$ cat src/frontend_pkg.sv
// Shared types for the fetch frontend. PCs are word addresses, so the byte address
// is the PC with two zero bits appended.
`default_nettype none

package frontend_pkg;

   localparam int unsigned insn_w = 32;
   // Word PC, byte address without its two low bits
   localparam int unsigned pc_w = 30;

   typedef logic [pc_w-1:0]   pc_t;
   typedef logic [insn_w-1:0] insn_t;

   // Kind of a resolved branch reported by execute
   typedef enum logic [1:0] {
      BR_COND,
      BR_REL,
      BR_REG
   } br_kind_e;

   // Write-back update for the predictor
   typedef struct packed {
      logic     valid;
      br_kind_e kind;
      logic     taken;
      pc_t      pc;
      pc_t      npc_act;
   } bpu_wb_t;

   // Prediction attached to one slot
   typedef struct packed {
      logic taken;
      pc_t  target;
   } pred_t;

   // Slot entering the instruction queue
   typedef struct packed {
      pc_t   pc;
      insn_t ins;
      pred_t pred;
   } fetch_slot_t;

   // Slot handed to decode, kept apart so decode can carry more later
   typedef struct packed {
      pc_t   pc;
      insn_t ins;
      pred_t pred;
   } id_slot_t;

endpackage

`default_nettype wire

$ cat src/inst_queue.sv
// Circular instruction queue. Pushes land one cycle before id_valid shows them;
// flush drops everything at the edge, including a push in the same cycle.
`default_nettype none

module inst_queue #(
   parameter int P_FETCH_W  = 1,
   parameter int P_ISSUE_W  = 1,
   parameter int P_IQ_DEPTH = 3
) (
   input  logic                                           clk,
   input  logic                                           arst_n,
   input  logic                                           flush,
   input  logic [P_FETCH_W:0]                             push_cnt,
   input  logic [P_FETCH_W:0]                             push_offset,
   input  frontend_pkg::fetch_slot_t [(1<<P_FETCH_W)-1:0] push_slots,
   input  logic [P_ISSUE_W:0]                             pop_cnt,
   output logic                                           iq_ready,
   output logic [(1<<P_ISSUE_W)-1:0]                      id_valid,
   output frontend_pkg::id_slot_t [(1<<P_ISSUE_W)-1:0]    id_slot
);
   localparam int FW    = 1 << P_FETCH_W;
   localparam int IW    = 1 << P_ISSUE_W;
   localparam int CW    = P_FETCH_W + 1;
   localparam int DEPTH = 1 << P_IQ_DEPTH;
   localparam int NW    = P_IQ_DEPTH + 1;

   frontend_pkg::fetch_slot_t mem [DEPTH];

   logic [P_IQ_DEPTH-1:0] head_q;
   logic [P_IQ_DEPTH-1:0] tail_q;
   logic [NW-1:0]         count_q;
   logic [NW-1:0]         free_cnt;
   logic [CW-1:0]         src_idx [FW];

   // Source slot for each write port, counted from the push offset
   always_comb
   begin
      for (int k = 0; k < FW; k++)
         src_idx[k] = (push_offset + CW'(k)) & CW'(FW - 1);
   end

   always_ff @(posedge clk)
   begin
      for (int k = 0; k < FW; k++)
      begin
         if (CW'(k) < push_cnt)
            mem[tail_q + P_IQ_DEPTH'(k)] <= push_slots[src_idx[k]];
      end
   end

   always_ff @(posedge clk or negedge arst_n)
   begin
      if (!arst_n)
      begin
         head_q  <= '0;
         tail_q  <= '0;
         count_q <= '0;
      end
      else if (flush)
      begin
         head_q  <= '0;
         tail_q  <= '0;
         count_q <= '0;
      end
      else
      begin
         head_q  <= head_q + P_IQ_DEPTH'(pop_cnt);
         tail_q  <= tail_q + P_IQ_DEPTH'(push_cnt);
         count_q <= count_q + NW'(push_cnt) - NW'(pop_cnt);
      end
   end

   // Room for a whole window is needed before the next fetch
   assign free_cnt = NW'(DEPTH) - count_q;
   assign iq_ready = (free_cnt >= NW'(FW));

   generate
      for (genvar i = 0; i < IW; i++)
      begin : g_read
         assign id_valid[i] = (count_q > NW'(i));
         assign id_slot[i]  = frontend_pkg::id_slot_t'(mem[head_q + P_IQ_DEPTH'(i)]);
      end
   endgenerate

   a_no_overflow : assert property (@(posedge clk) disable iff (!arst_n)
      count_q <= NW'(DEPTH));

   // Decode may only pop what it was shown
   a_pop_in_range : assert property (@(posedge clk) disable iff (!arst_n)
      NW'(pop_cnt) <= count_q);

endmodule

`default_nettype wire

$ cat config.mk
export PLATFORM = sky130hd
export DESIGN_NAME = inst_queue
export DESIGN_NICKNAME = d
export VERILOG_FILES = /design/src/frontend_pkg.sv /design/src/inst_queue.sv
export SDC_FILE = /design/constraint.sdc
export NUM_CORES = 2
export LEC_CHECK = 0
export ABC_AREA = 0
export BUFFER_PORTS_ARGS = -buffer_cell sky130_fd_sc_hd__buf_2
export CAP_MARGIN = 0
export CORE_MARGIN = 4
export CORE_UTILIZATION = 46
export CTS_BUF_LIST = sky130_fd_sc_hd__clkbuf_8 sky130_fd_sc_hd__clkbuf_16
export DETAILED_ROUTE_END_ITERATION = 8
export SYNTH_ARGS = -nofsm -noshare
export SYNTH_HDL_FRONTEND = slang
export SYNTH_SLANG_ARGS = --single-unit
$ cat constraint.sdc
create_clock -name clk -period 10.8 [get_ports clk]
set_input_delay 2.7 -clock clk [delete_from_list [all_inputs] [get_ports clk]]
set_output_delay 2.7 -clock clk [all_outputs]
set_load 0.01 [all_outputs]
==> flow_summary.json <==
{
  "status": "finished clean",
  "postCtsHoldBufs": 0,
  "met1_length_um": 62410,
  "synth_area_um2": 52910,
  "worstPathCellList": "buf_4 > buf_4 > buf_4 > mux4_2 > mux2_2 > buf_2",
  "wl_met3_um": 14230,
  "cts_tree": "yes",
  "synthAdderAreaFrac_pct": 0.4588,
  "grt_max_degree": 257,
  "slowest_delay_ps": 810,
  "multi_input_area_um2": 26640,
  "postCtsSetupBuffers": 0,
  "first_pass_iters": 5,
  "rows": 124,
  "worst-path-buf-inv": 4,
  "grt_pass1_vias": 40184,
  "grt-ovfl-total": 0,
  "critical_path_peak_fanout": 51,
  "fill_cells": 10310,
  "viasPerCell": 6.686,
  "synth_xor_area_share_pct": 0.1277,
  "ant_nets": 0,
  "critical_path.top_delay_family": "buffers and inverters",
  "drc": 0,
  "min_path_type": "flop to flop",
  "highest_layer": "met5",
  "io_pins": 384,
  "path_clk_slew_ps": 60,
  "skew_ps": 25.98,
  "clock_path_buffers": 3,
  "final_max_slew_viol_count": 0,
  "nNetsFinal": 4759,
  "irDropWorstVdd_mv": 0.1446,
  "ys.flop_type": "edfxtp_1",
  "synth_cell_type_count": 42,
  "leakage_uw": 0.01894,
  "synth_nets": 5070,
  "cts_buffers": 88,
  "regArea_um2": 22600,
  "portBuffers": 382,
  "synth_compound_area_share_pct": 19.59,
  "finalHoldViolations": 0,
  "synth_edf_count": 744,
  "dieArea_um2": 120500,
  "grt_pass1_wl_um": 247100,
  "die_h_um": 347.1,
  "synth-seq-cells": 754,
  "area_growth_pct": 6.967,
  "cts_resized": 0,
  "antenna_found_initial": 27,
  "power_uw": 10440,
  "root_buffer": "clkbuf_16",
  "synth_mux_area_share_pct": 19.82,
  "wl_met2_um": 82390,
  "grt_usage_pct": 26.49,
  "finish.utilization_pct": 49.56,
  "tightest_slew_ps": 1398,
  "crit_top_cell": "buf_4",
  "yosys_warnings": 0,
  "dieWidth_um": 347.1,
  "synth_top_family_by_area": "multiplexers",
  "critPathArrivalTime_ps": 4760,
  "yosysSeqAreaShare_pct": 42.70,
  "grt_setup_unrepaired": "false",
  "first_iter_violations": 3836,
  "cts.sinks": 754,
  "synth_simple_gate_area_share_pct": 10.01,
  "synth_area_per_cell_um2": 10.89,
  "num_vias": 41081,
  "start_util_pct": 46.33,
  "post-dp-hpwl_um": 91690,
  "gp_congestion": 0.8159,
  "fin_tns_setup_ps": 0,
  "worst_setup_path_start_kind": "flop",
  "ctsHtreeMaxLevel": 3,
  "drive_above_1_share_pct": 25.22,
  "core_um2": 114200,
  "p_per_area_nw_per_um2": 184.5,
  "required_ps": 8100,
  "crit_slowest_cell": "dfrtp_4",
  "clock.fmax_mhz": 134.1,
  "setup_viol": 0,
  "max_cap_viol_count": 0,
  "crit_type": "flop to primary output",
  "synthCells": 4858,
  "drt-total-wl_um": 164600,
  "finalCritPeriodShare_pct": 69.03,
  "wl_per_cell_um": 26.78,
  "clk_latency_ps": 670,
  "synthArstFlopShare_pct": 1.326,
  "cp-end-kind": "primary output",
  "relSlewSlack_pct": 6.773,
  "fin_crit_ps": 7455
}
## path summary, 6_finish.rpt
kind                                   endpoint  slack [ps]  cells after the start                 from
max                                 id_slot[70]        3340                      6  head_q[0]$_DFF_PN0_
min                         tail_q[1]$_DFF_PN0_         790                      3  tail_q[1]$_DFF_PN0_
min in group asynchronous   head_q[1]$_DFF_PN0_        1910                      1               arst_n
max reg2reg                mem[3][60]$_DFFE_PP_        6260                      7  tail_q[0]$_DFF_PN0_
max in group asynchronous   head_q[2]$_DFF_PN0_        8650                      1               arst_n
min reg2reg                 tail_q[1]$_DFF_PN0_         790                      3  tail_q[1]$_DFF_PN0_
## cells in the mapped netlist, types with 2 or more instances
cell,instances,area share (%)
o21ai_0,5,0.047
o22ai_1,747,8.8
and2_0,36,0.43
inv_1,15,0.11
buf_1,166,1.2
nand2_1,749,5.3
nor2_1,8,0.057
buf_4,5,0.071
and2_1,150,1.8
clkbuf_1,399,2.8
nor3_1,2,0.019
ha_1,13,0.31
fa_1,4,0.15
buf_2,248,2.3
xor2_1,3,0.050
o211ai_1,744,11
edfxtp_1,744,42
and3b_1,2,0.033
mux4_2,372,16
buf_6,36,0.77
mux2_2,187,4.0
dfrtp_1,10,0.47
nor2b_1,192,2.3
nand3b_1,2,0.028
o22a_1,2,0.033
## worst register-to-register path, cell delays in order, from the launching register on
cell      delay (ps)
dfrtp_1          670
ha_1             610
xnor2_4          190
buf_4            630
buf_12           650
buf_4           1260
o211ai_1         290
nand2_1          120
## routing by layer
layer | vias up | track usage (%)
li1 | 18392 | -
met1 | 20276 | 33.41
met2 | 2033 | 45.24
met3 | 368 | 4.893
met4 | 12 | 10.49
met5 | - | 0
## report_power, final
part | leakage [uW] | switching, uW | total (uW) | internal [uW]
Combinational | 0.0105 | 2220 | 3650 | 1430
Sequential | 0.00704 | 166 | 3850 | 3680
Clock | 0.00141 | 1240 | 2950 | 1700
## cell families (layout without fill, tap and decap cells)
family	after synthesis	in the layout
multiplexers	559	559
XOR/XNOR	6	6
AND/OR/NAND/NOR	1147	1147
buffers and inverters	869	630
other	0	13
AO/OA/AOI/OAI	1506	1506
flip-flops	754	754
adder cells (fa/ha/maj)	17	17
## stage by stage
step / instances / hold WS [ps] / worst slack [ps] / area, um^2
floorplan: 4858 / 599.2 / 330.5 / 52910
global placement: 5969 / 764.5 / 3988 / 53740
detailed placement: 5969 / 771.0 / 3931 / 53740
CTS: 6131 / 783.0 / 3191 / 56560
global route: 6136 / 843.6 / 2968 / 56570
finish: 6144 / 794.9 / 3345 / 56590
## layout make-up
cell class | count | share of cell area [%]
timing repair buffer | 453 | 4.492
inverter | 15 | 0.09949
clock buffer | 90 | 3.980
tap | 1512 | 3.343
sequential | 754 | 39.94
antenna | 13 | 0.05748
clock inverter | 72 | 1.008
multi-input combinational | 3235 | 47.08
## cell usage in the layout, fill, tap and decap left out, types with 4 or more instances in the layout
master	netlist	routed
and2_0	36	36
and2_1	150	150
buf_12	0	7
buf_2	248	381
buf_4	5	64
bufinv_16	0	8
clkbuf_16	0	90
clkinv_1	0	21
clkinv_2	0	21
clkinvlp_4	0	7
dfrtp_1	10	7
diode_2	0	13
edfxtp_1	744	744
fa_1	4	4
ha_1	13	12
inv_1	15	24
mux2_2	187	187
mux4_2	372	372
nand2_1	749	749
nor2_1	8	8
nor2b_1	192	192
o211ai_1	744	744
o22ai_1	747	744
## state kept, by name, summed over array words and instances (netlist names)
name and cells:
head_q 3, mem 744, count_q 4, tail_q 3
Power figures use the tool's default switching activity.
