[src/frontend_pkg.sv]
// Shared types for the fetch frontend. PCs are word addresses, so the byte address
// is the PC with two zero bits appended.
`default_nettype none

package frontend_pkg;

   localparam int unsigned insn_w = 32;
   // Word PC, byte address without its two low bits
   localparam int unsigned pc_w = 30;

   typedef logic [pc_w-1:0]   pc_t;
   typedef logic [insn_w-1:0] insn_t;

   // Kind of a resolved branch reported by execute
   typedef enum logic [1:0] {
      BR_COND,
      BR_REL,
      BR_REG
   } br_kind_e;

   // Write-back update for the predictor
   typedef struct packed {
      logic     valid;
      br_kind_e kind;
      logic     taken;
      pc_t      pc;
      pc_t      npc_act;
   } bpu_wb_t;

   // Prediction attached to one slot
   typedef struct packed {
      logic taken;
      pc_t  target;
   } pred_t;

   // Slot entering the instruction queue
   typedef struct packed {
      pc_t   pc;
      insn_t ins;
      pred_t pred;
   } fetch_slot_t;

   // Slot handed to decode, kept apart so decode can carry more later
   typedef struct packed {
      pc_t   pc;
      insn_t ins;
      pred_t pred;
   } id_slot_t;

endpackage

`default_nettype wire

[src/fetch_pc_gen.sv]
// Next-PC selection and window alignment. Window width is 1 to 4 slots;
// imem_addr is always aligned to the window.
`default_nettype none

module fetch_pc_gen #(
   parameter int                P_FETCH_W = 1,
   parameter frontend_pkg::pc_t PC_RST    = '0
) (
   input  logic                                    clk,
   input  logic                                    arst_n,
   input  logic                                    flush,
   input  frontend_pkg::pc_t                       flush_tgt,
   input  logic                                    iq_ready,
   input  logic                                    redirect_taken,
   input  frontend_pkg::pc_t                       redirect_tgt,
   input  logic [P_FETCH_W:0]                      seq_cnt,
   output logic                                    fetch_ce,
   output logic [31:0]                             imem_addr,
   output frontend_pkg::pc_t [(1<<P_FETCH_W)-1:0] slot_pc,
   output logic [(1<<P_FETCH_W)-1:0]               aligned,
   output logic [P_FETCH_W:0]                      push_offset
);
   localparam int FW = 1 << P_FETCH_W;

   frontend_pkg::pc_t pc_q;
   frontend_pkg::pc_t pc_nxt;
   frontend_pkg::pc_t win_off;
   frontend_pkg::pc_t win_base;

   assign fetch_ce = iq_ready;

   // Flush wins, then hold, then predicted target, then sequential step
   always_comb
   begin
      if (flush)
         pc_nxt = flush_tgt;
      else if (!fetch_ce)
         pc_nxt = pc_q;
      else if (redirect_taken)
         pc_nxt = redirect_tgt;
      else
         pc_nxt = pc_q + frontend_pkg::pc_t'(seq_cnt);
   end

   always_ff @(posedge clk or negedge arst_n)
   begin
      if (!arst_n)
         pc_q <= PC_RST;
      else
         pc_q <= pc_nxt;
   end

   // Slot position of the PC inside its window
   assign win_off     = pc_nxt & frontend_pkg::pc_t'(FW - 1);
   assign win_base    = pc_nxt - win_off;
   assign imem_addr   = {win_base, 2'b00};
   assign push_offset = win_off[P_FETCH_W:0];

   generate
      for (genvar i = 0; i < FW; i++)
      begin : g_slot
         assign slot_pc[i] = win_base + frontend_pkg::pc_t'(i);
         // Slots before the PC are dropped
         assign aligned[i] = (win_off <= frontend_pkg::pc_t'(i));
      end
   endgenerate

   // Without a redirect the sequential step ends on a window boundary
   a_seq_step_window : assert property (@(posedge clk) disable iff (!arst_n)
      (fetch_ce && !flush && !redirect_taken && seq_cnt != '0) |-> (win_off == '0));

endmodule

`default_nettype wire

[config.mk]
export PLATFORM = sky130hd
export DESIGN_NAME = fetch_pc_gen
export DESIGN_NICKNAME = d
export VERILOG_FILES = /design/src/frontend_pkg.sv /design/src/fetch_pc_gen.sv
export SDC_FILE = /design/constraint.sdc
export NUM_CORES = 1
export LEC_CHECK = 0
export ABC_AREA = 1
export BUFFER_PORTS_ARGS = -buffer_cell sky130_fd_sc_hd__buf_2
export CAP_MARGIN = 20
export CORE_MARGIN = 2
export CORE_UTILIZATION = 47
export CTS_CLUSTER_DIAMETER = 100
export DETAILED_ROUTE_END_ITERATION = 12
export GPL_TIMING_DRIVEN = 0
export PLACE_DENSITY_LB_ADDON = 0.12
export SYNTH_ARGS = -nofsm -noshare
export SYNTH_HDL_FRONTEND = slang
export SYNTH_SLANG_ARGS = --single-unit
[constraint.sdc]
create_clock -name clk -period 2.7 [get_ports clk]
set_clock_uncertainty 0.1 [all_clocks]
set_input_delay 0.135 -clock clk [delete_from_list [all_inputs] [get_ports clk]]
set_output_delay 0.135 -clock clk [all_outputs]
set_load 0.01 [all_outputs]
==> results.txt, run 1 <==
----------------------------------------------------
[Run status]
  Result of the run ... finished clean

[Setup path]
  Worst Setup Start Kind ... register
  Depth of the most critical reg-to-reg path ... 8
  Reg-to-Reg Start ... pc_q[0]$_DFF_PN0_
  Register-to-register path setup slack ... 0.78 ns
  Arrival time worst endpoint ... 2.29 ns
  Critical path peak fanout ... 4
  Required @ worst endpoint ... 2.47 ns
  Category of the most critical setup path ... reg -> out
  Crit path capture type ... output port
  Reg-to-reg critical path endpoint ... pc_q[8]$_DFF_PN0_
  Crit path from ... pc_q[0]$_DFF_PN0_

[Hold path]
  Class of the tightest hold or removal check ... in -> reg
  Endpoint with the worst hold slack ... pc_q[21]$_DFF_PN0_
  Startpoint of the worst hold path ... flush_tgt[21]
  Cell depth of the worst hold path ... 3

[Clocking]
  # clock sinks ... 30
  Clock-pin slew of the registers on the worst-case setup and hold paths ... ~0.070 ns
  Total clock buffers created by CTS ... 5
  Clock root buffer ... sky130_fd_sc_hd__clkbuf_8
  Number of levels the H-tree was split into ... 2
  Clock network latency to the later pin of the worst-skew pair ... 0.28 ns
  Number of buffers on the longest clock path ... 2
  TritonCTS clock tree ... done

[STA]
  Final min period ... 2.52 ns
  Transition time at the pin with the least slew margin ... 0.760 ns
  Final setup violating endpoints ... 0
  Minimum setup slack in the final design ... 0.176 ns
  Setup total negative slack ... 0 ns
  RSZ-0062 raised after global routing ... no
  Number of failing hold endpoints at the final stage ... 0
  Fmax ... 0.396 GHz
  Final worst path period share ... 93.5%
  Max-slew violation count ... 0
  Worst-case headroom to the max-slew limit ... 49.4%

[Cells and area]
  Antenna Diode Count ... 0
  Fin area ... 4520 sq um
  Largest regs ... pc_q x30
  Area overhead of the layout relative to synthesis ... 38.7%
  Flip-flop count of the largest register after layout ... 30
  Fraction of layout instances using a drive strength above 1 ... 35.0%
  Most frequent standard cell in the layout excluding fill and tap cells ... sky130_fd_sc_hd__nand2_1
  Leading cell types in the layout, fill and taps excluded ... 188 x sky130_fd_sc_hd__nand2_1, 156 x sky130_fd_sc_hd__buf_2, 71 x sky130_fd_sc_hd__buf_4, 65 x sky130_fd_sc_hd__nor2_1, 60 x sky130_fd_sc_hd__a21oi_1
  Number of nets at the end of the flow ... 803
  Biggest register ... pc_q
  Core utilization of the finished layout ... 66.9%

[Route]
  Routed Wire Length ... ~12,000 microns
  Wirelength per Cell ... 14.1 microns
  Via count of the routed design ... a little over 4,000
  First-pass iteration count of the detailed router ... 7
  Residual DRC count ... 0
  DR iter-0 viols ... 240
  Ratio of routed vias to standard cells ... around 5
  Count of antenna-violating nets left after detailed routing ... 0

[Power and ir drop]
  Overall power of the completed layout ... 1.78 mW
  Pwr/cell area ... just under 400 nW/um^2
  Peak supply drop ... 0.000239 V
  Lkg Pwr ... approximately 2.5 nW

[Synthesis]
  Sequential area share after synthesis ... ~23%
  Flops & latches, synth ... 30
  Warnings, synthesis ... 0
  Mean Syn Cell Area ... 5.99 sq um
  Yosys cell types ... 30
  Area of the mapped netlist ... 3260 sq um
  Cell count after synthesis ... between 500 and 600

[Placement]
  Placement Cell Area ... 4150 sq um
  Placed wire-length estimate ... 8700 microns
  Worst setup slack after placement ... roughly 0.28 ns
  Port-buffer cells ... approximately 160
  Global placer's final weighted congestion ... between 0.9 and 1

[Global route]
  Global route total overflow ... 0
  Via count of the first global-routing pass ... 3,822
  Number of antenna violations at the first check in global routing ... 0
  First-pass GRT wire length ... roughly 18,000 microns
  Overall routing resource usage ... 30.2%
  Maximum number of pins on one net before global-route repair ... 31

[Floorplanning]
  Effective utilization at floorplan ... 48.2%
  Core Footprint ... 6760 sq um
  Area enclosed by the die boundary ... 7610 sq um
  Num ports ... between 150 and 200
  Number of rows created at floorplan ... 30
  Width of the die ... about 87 microns
  Vertical die dimension ... a little under 90 microns

[Run]
  Maxcap violations ... 0

----------------------------------------------------
## worst max-delay path, stage by stage, from the launching register on
cell                      delay [ns]
sky130_fd_sc_hd__dfrtp_1        0.40
sky130_fd_sc_hd__ha_4           0.17
sky130_fd_sc_hd__fa_2           0.22
sky130_fd_sc_hd__inv_2          0.07
sky130_fd_sc_hd__nor2_4         0.15
sky130_fd_sc_hd__nand2_4        0.10
sky130_fd_sc_hd__nor2_4         0.20
sky130_fd_sc_hd__xor2_1         0.16
sky130_fd_sc_hd__o21ai_1        0.07
sky130_fd_sc_hd__nand2_1        0.11
sky130_fd_sc_hd__nand2_1        0.09
sky130_fd_sc_hd__buf_4          0.14
sky130_fd_sc_hd__buf_2          0.13
## metal layers
metal / up-vias / track usage, % / share of wire, %
met1: 1839 / 39.3 / 43
met3: 14 / 4.83 / 8.1
met4: 0 / 7.69 / 1.1
met5: - / 0 / 0
met2: 225 / 51.9 / 48
li1: 2022 / - / -
## report_power, final
part	leakage, nW	total, mW	switching [mW]	internal, mW
clock	0.0575	0.438	0.181	0.257
sequential	0.354	0.555	0.0609	0.494
combinational	2.10	0.788	0.417	0.371
total	2.51	1.78	0.658	1.12
## final cells by class
class / count / area [sq um]
clock buffers: 8 / 110
fillers: 615 / 2240
flip-flops and latches: 30 / 751
inverters: 33 / 124
well taps: 80 / 100
multi-input cells: 399 / 1810
repair buffers: 177 / 993
plain buffers: 87 / 626
## stage by stage
step           std cells  hold slack [ns]
2_1_floorplan        549           -0.261
3_3_place_gp         784            0.121
3_5_place_dp         784            0.135
4_1_cts              813           0.0126
5_1_grt              814           0.0114
6_report             814           0.0182
## what timing repair did
action	in CTS	in global routing
hold endpoints to repair	50	0
endpoints found under the setup margin	2	39
buffers inserted	0	1
pin swaps	0	2
hold buffers	21	0
resized for setup	1	11
## how the worst max path moves through the flow
stage                              to
after global routing      slot_pc[23]
final                     slot_pc[12]
after floorplan           slot_pc[38]
after detailed placement   slot_pc[8]
after global placement     slot_pc[8]
after CTS                 slot_pc[12]
## logic make-up after synthesis
logic type,count (synthesis),synth area share (%)
buf+inv,120,23.0
xor+xnor,7,1.88
other cells,2,0.231
fa+ha+maj,3,1.38
simple gates,304,38.0
flops,30,23.0
compound gates,78,12.4
## cell usage after synthesis, drive strengths merged
cell type	instances	area, sq um
nor2	72	298
ha	2	25.0
o221ai	2	17.5
a22oi	1	7.51
dlygate4sd1	1	8.76
a21oi	62	310
nand2	193	737
fa	1	20.0
o21ai	11	55.1
nand3	36	180
conb	2	7.51
dfrtp	30	751
nand3b	1	11.3
xnor2	3	26.3
nand4	2	12.5
clkbuf	14	82.6
o21bai	1	7.51
o211ai	1	7.51
xor2	4	35.0
clkinv	1	3.75
buf	72	534
inv	32	120
Power figures use the tool's default switching activity.
==> inputs of run 2 (changes only) <==
==> constraint.sdc (replaced) <==
create_clock -name clk -period 2.6 [get_ports clk]
set_clock_uncertainty 0.1 [all_clocks]
set_input_delay 0.13 -clock clk [delete_from_list [all_inputs] [get_ports clk]]
set_output_delay 0.13 -clock clk [all_outputs]
set_load 0.01 [all_outputs]
==> run 2 against run 1 <==
  * Core utilization rose by 0.81 points
  * Flip-flop and latch count did not move
  * Worst hold slack got worse by 0.0069 ns
  * First-iteration DRC count fell by 6.7%
  * Non-clock buffer count rose by 2
  * Largest power group unchanged
  * Highest routed layer unchanged
==> results.txt, run 2 (synthesis gave the netlist of run 1 again) <==
----------------------------------------------------
[Run status]
  Result of the run ... finished clean

[Setup path]
  CP max-delay cell ... sky130_fd_sc_hd__dfrtp_1
  Crit path capture type ... output port
  Category of the most critical setup path ... reg -> out
  Critical path's most frequent cell ... sky130_fd_sc_hd__nor2_4
  Buf+Inv Stages, Crit Path ... 3
  Depth of the most critical reg-to-reg path ... 10
  Required @ worst endpoint ... between 2 and 2.5 ns
  Worst path cell trace ... ha_4, fa_2, inv_4, nor2_4, nand2_4, nor2_4, xor2_1, o21ai_1, nand2_1, nand2_2, buf_4, buf_2
  Worst Setup Start Kind ... register
  Critical path peak fanout ... 4
  Arrival time worst endpoint ... between 2 and 2.5 ns
  Register-to-register path setup slack ... 0.65 ns
  Reg-to-reg critical path endpoint ... pc_q[12]$_DFF_PN0_
  Reg-to-Reg Start ... pc_q[0]$_DFF_PN0_
  Delay of the slowest critical-path stage ... 0.40 ns
  CP delay by family, top ... simple AND/OR/NAND/NOR gates
  Number of logic stages on the critical path including buffering ... 12

[Floorplanning]
  Core Footprint ... between 6000 and 7000 sq um
  Width of the die ... around 87 microns
  Area enclosed by the die boundary ... 7610 sq um
  Vertical die dimension ... 87.3 microns
  Number of rows created at floorplan ... 30
  Effective utilization at floorplan ... between 40% and 50%
  Num ports ... 164

[STA]
  Worst-case hold slack ... 0.0114 ns
  Final min period ... 2.53 ns
  Setup total negative slack ... 0 ns
  Transition time at the pin with the least slew margin ... 0.755 ns
  RSZ-0062 raised after global routing ... yes
  Final worst path period share ... 97.3%
  Worst-case headroom to the max-slew limit ... 49.7%
  Number of failing hold endpoints at the final stage ... 0
  Final setup violating endpoints ... 0
  Minimum setup slack in the final design ... 0.0691 ns
  Fmax ... 0.395 GHz
  Max-slew violation count ... 0

[Clocking]
  Clock network latency to the later pin of the worst-skew pair ... 0.29 ns
  # clock sinks ... 30
  Number of buffers on the longest clock path ... 2
  Clock root buffer ... sky130_fd_sc_hd__clkbuf_8
  Total clock buffers created by CTS ... 5
  Number of levels the H-tree was split into ... 2
  TritonCTS clock tree ... done
  Clock-pin slew of the registers on the worst-case setup and hold paths ... 0.07 ns

[Placement]
  Placed wire-length estimate ... 8700 microns
  Global placer's final weighted congestion ... between 0.9 and 1
  Worst setup slack after placement ... 0.185 ns
  Port-buffer cells ... 155

[Cells and area]
  Most frequent standard cell in the layout excluding fill and tap cells ... sky130_fd_sc_hd__nand2_1
  Area overhead of the layout relative to synthesis ... 40.4%
  Antenna Diode Count ... 0
  Flip-flop count of the largest register after layout ... 30
  Largest regs ... pc_q x30
  Fraction of layout instances using a drive strength above 1 ... 37.0%
  Number of nets at the end of the flow ... 805
  Biggest register ... pc_q
  Filler cells ... around 600
  Leading cell types in the layout, fill and taps excluded ... 182 x sky130_fd_sc_hd__nand2_1, 156 x sky130_fd_sc_hd__buf_2, 73 x sky130_fd_sc_hd__buf_4, 65 x sky130_fd_sc_hd__nor2_1, 59 x sky130_fd_sc_hd__a21oi_1

[Route]
  Ratio of routed vias to standard cells ... 5.04
  Wirelength per Cell ... 14.2 microns
  Count of antenna-violating nets left after detailed routing ... 0
  Routed Wire Length ... 11,600 microns
  First-pass iteration count of the detailed router ... 5
  Residual DRC count ... 0
  Via count of the routed design ... 4,116
  DR iter-0 viols ... 224

[Global route]
  Via count of the first global-routing pass ... around 3,800
  Global route total overflow ... 0
  First-pass GRT wire length ... 17,900 microns
  Maximum number of pins on one net before global-route repair ... 31
  Overall routing resource usage ... 30.1%
  Number of antenna violations at the first check in global routing ... 0

[Hold path]
  Class of the tightest hold or removal check ... in -> reg
  Startpoint of the worst hold path ... flush_tgt[21]
  Endpoint with the worst hold slack ... pc_q[21]$_DFF_PN0_
  Cell depth of the worst hold path ... 3

[Run]
  Maxcap violations ... 0

[Power and ir drop]
  Pwr/cell area ... 409 nW/um^2
  Peak supply drop ... 0.000249 V
  Lkg Pwr ... roughly 2.5 nW

----------------------------------------------------
-- run 2: cell count changes in the layout (fill, tap and decap cells not counted), moves of 2 or more --
cell and change:
sky130_fd_sc_hd__nand2_2 +6, sky130_fd_sc_hd__inv_1 -3, sky130_fd_sc_hd__inv_2 +2, sky130_fd_sc_hd__buf_4 +2
sky130_fd_sc_hd__nand2_1 -6
-- run 2: cell type report --
cell class | count | area, sq um | share of cell area [%]
inverter | 33 | 126 | 2.76
multi-input combinational | 399 | 1850 | 40.5
sequential | 30 | 752 | 16.4
buffer | 87 | 626 | 13.7
clock buffer | 8 | 110 | 2.41
timing repair buffer | 179 | 1010 | 22.1
tap | 80 | 100 | 2.19
-- run 2: per-layer routing --
layer  global-route usage [%]  up-vias  part of all wire, %
li1                         -     2029                    -
met1                     39.4     1840                   43
met2                     51.9      233                   48
met3                     4.64       14                  8.4
met4                     7.69        0                  1.2
met5                        0        -                    0
-- run 2: worst register-to-register path, delay by kind of cell, from the launching register on --
kind / cells / cell delay, ns
xor gates and xnor gates: 1 / 0.16
buffers and inverters: 1 / 0.06
AOI/OAI and AO/OA: 1 / 0.07
adders and majority gates: 2 / 0.39
DFF: 1 / 0.40
and+or+nand+nor: 5 / 0.67
-- run 2: worst max-delay path by stage --
| stage | from | end | slack (ns) |
|---|---|---|---|
| 2_1_floorplan | pc_q[0]$_DFF_PN0_ | slot_pc[38] | 0.41 |
| 3_3_place_gp | pc_q[0]$_DFF_PN0_ | slot_pc[8] | 0.20 |
| 3_5_place_dp | pc_q[0]$_DFF_PN0_ | slot_pc[8] | 0.19 |
| 4_1_cts | pc_q[0]$_DFF_PN0_ | slot_pc[12] | 0.01 |
| 5_1_grt | pc_q[1]$_DFF_PN0_ | slot_pc[43] | -0.03 |
| 6_report | pc_q[0]$_DFF_PN0_ | slot_pc[12] | 0.07 |
-- run 2: metrics by stage --
step / cells / utilization, % / total power [mW] / cell area, sq um
floorplan: 549 / - / 1.07 / 3280
global placement: 784 / 61.5 / 1.34 / 4150
detailed placement: 784 / 61.5 / 1.36 / 4150
CTS: 813 / 66.4 / 1.84 / 4480
global route: 816 / 67.7 / 1.99 / 4570
finish: 816 / 67.7 / 1.87 / 4570
-- run 2: report_power, final --
group | internal [mW] | switching [mW] | leakage (nW)
Clock | 0.268 | 0.196 | 0.0575
Sequential | 0.513 | 0.0645 | 0.353
Combinational | 0.392 | 0.439 | 2.10
-- run 2: what timing repair did --
item	CTS	global route
buffers inserted	0	3
hold buffers	21	0
endpoints found under the hold margin	50	0
endpoints found under the setup margin	19	49
pin swaps	0	2
gates resized for setup	6	21
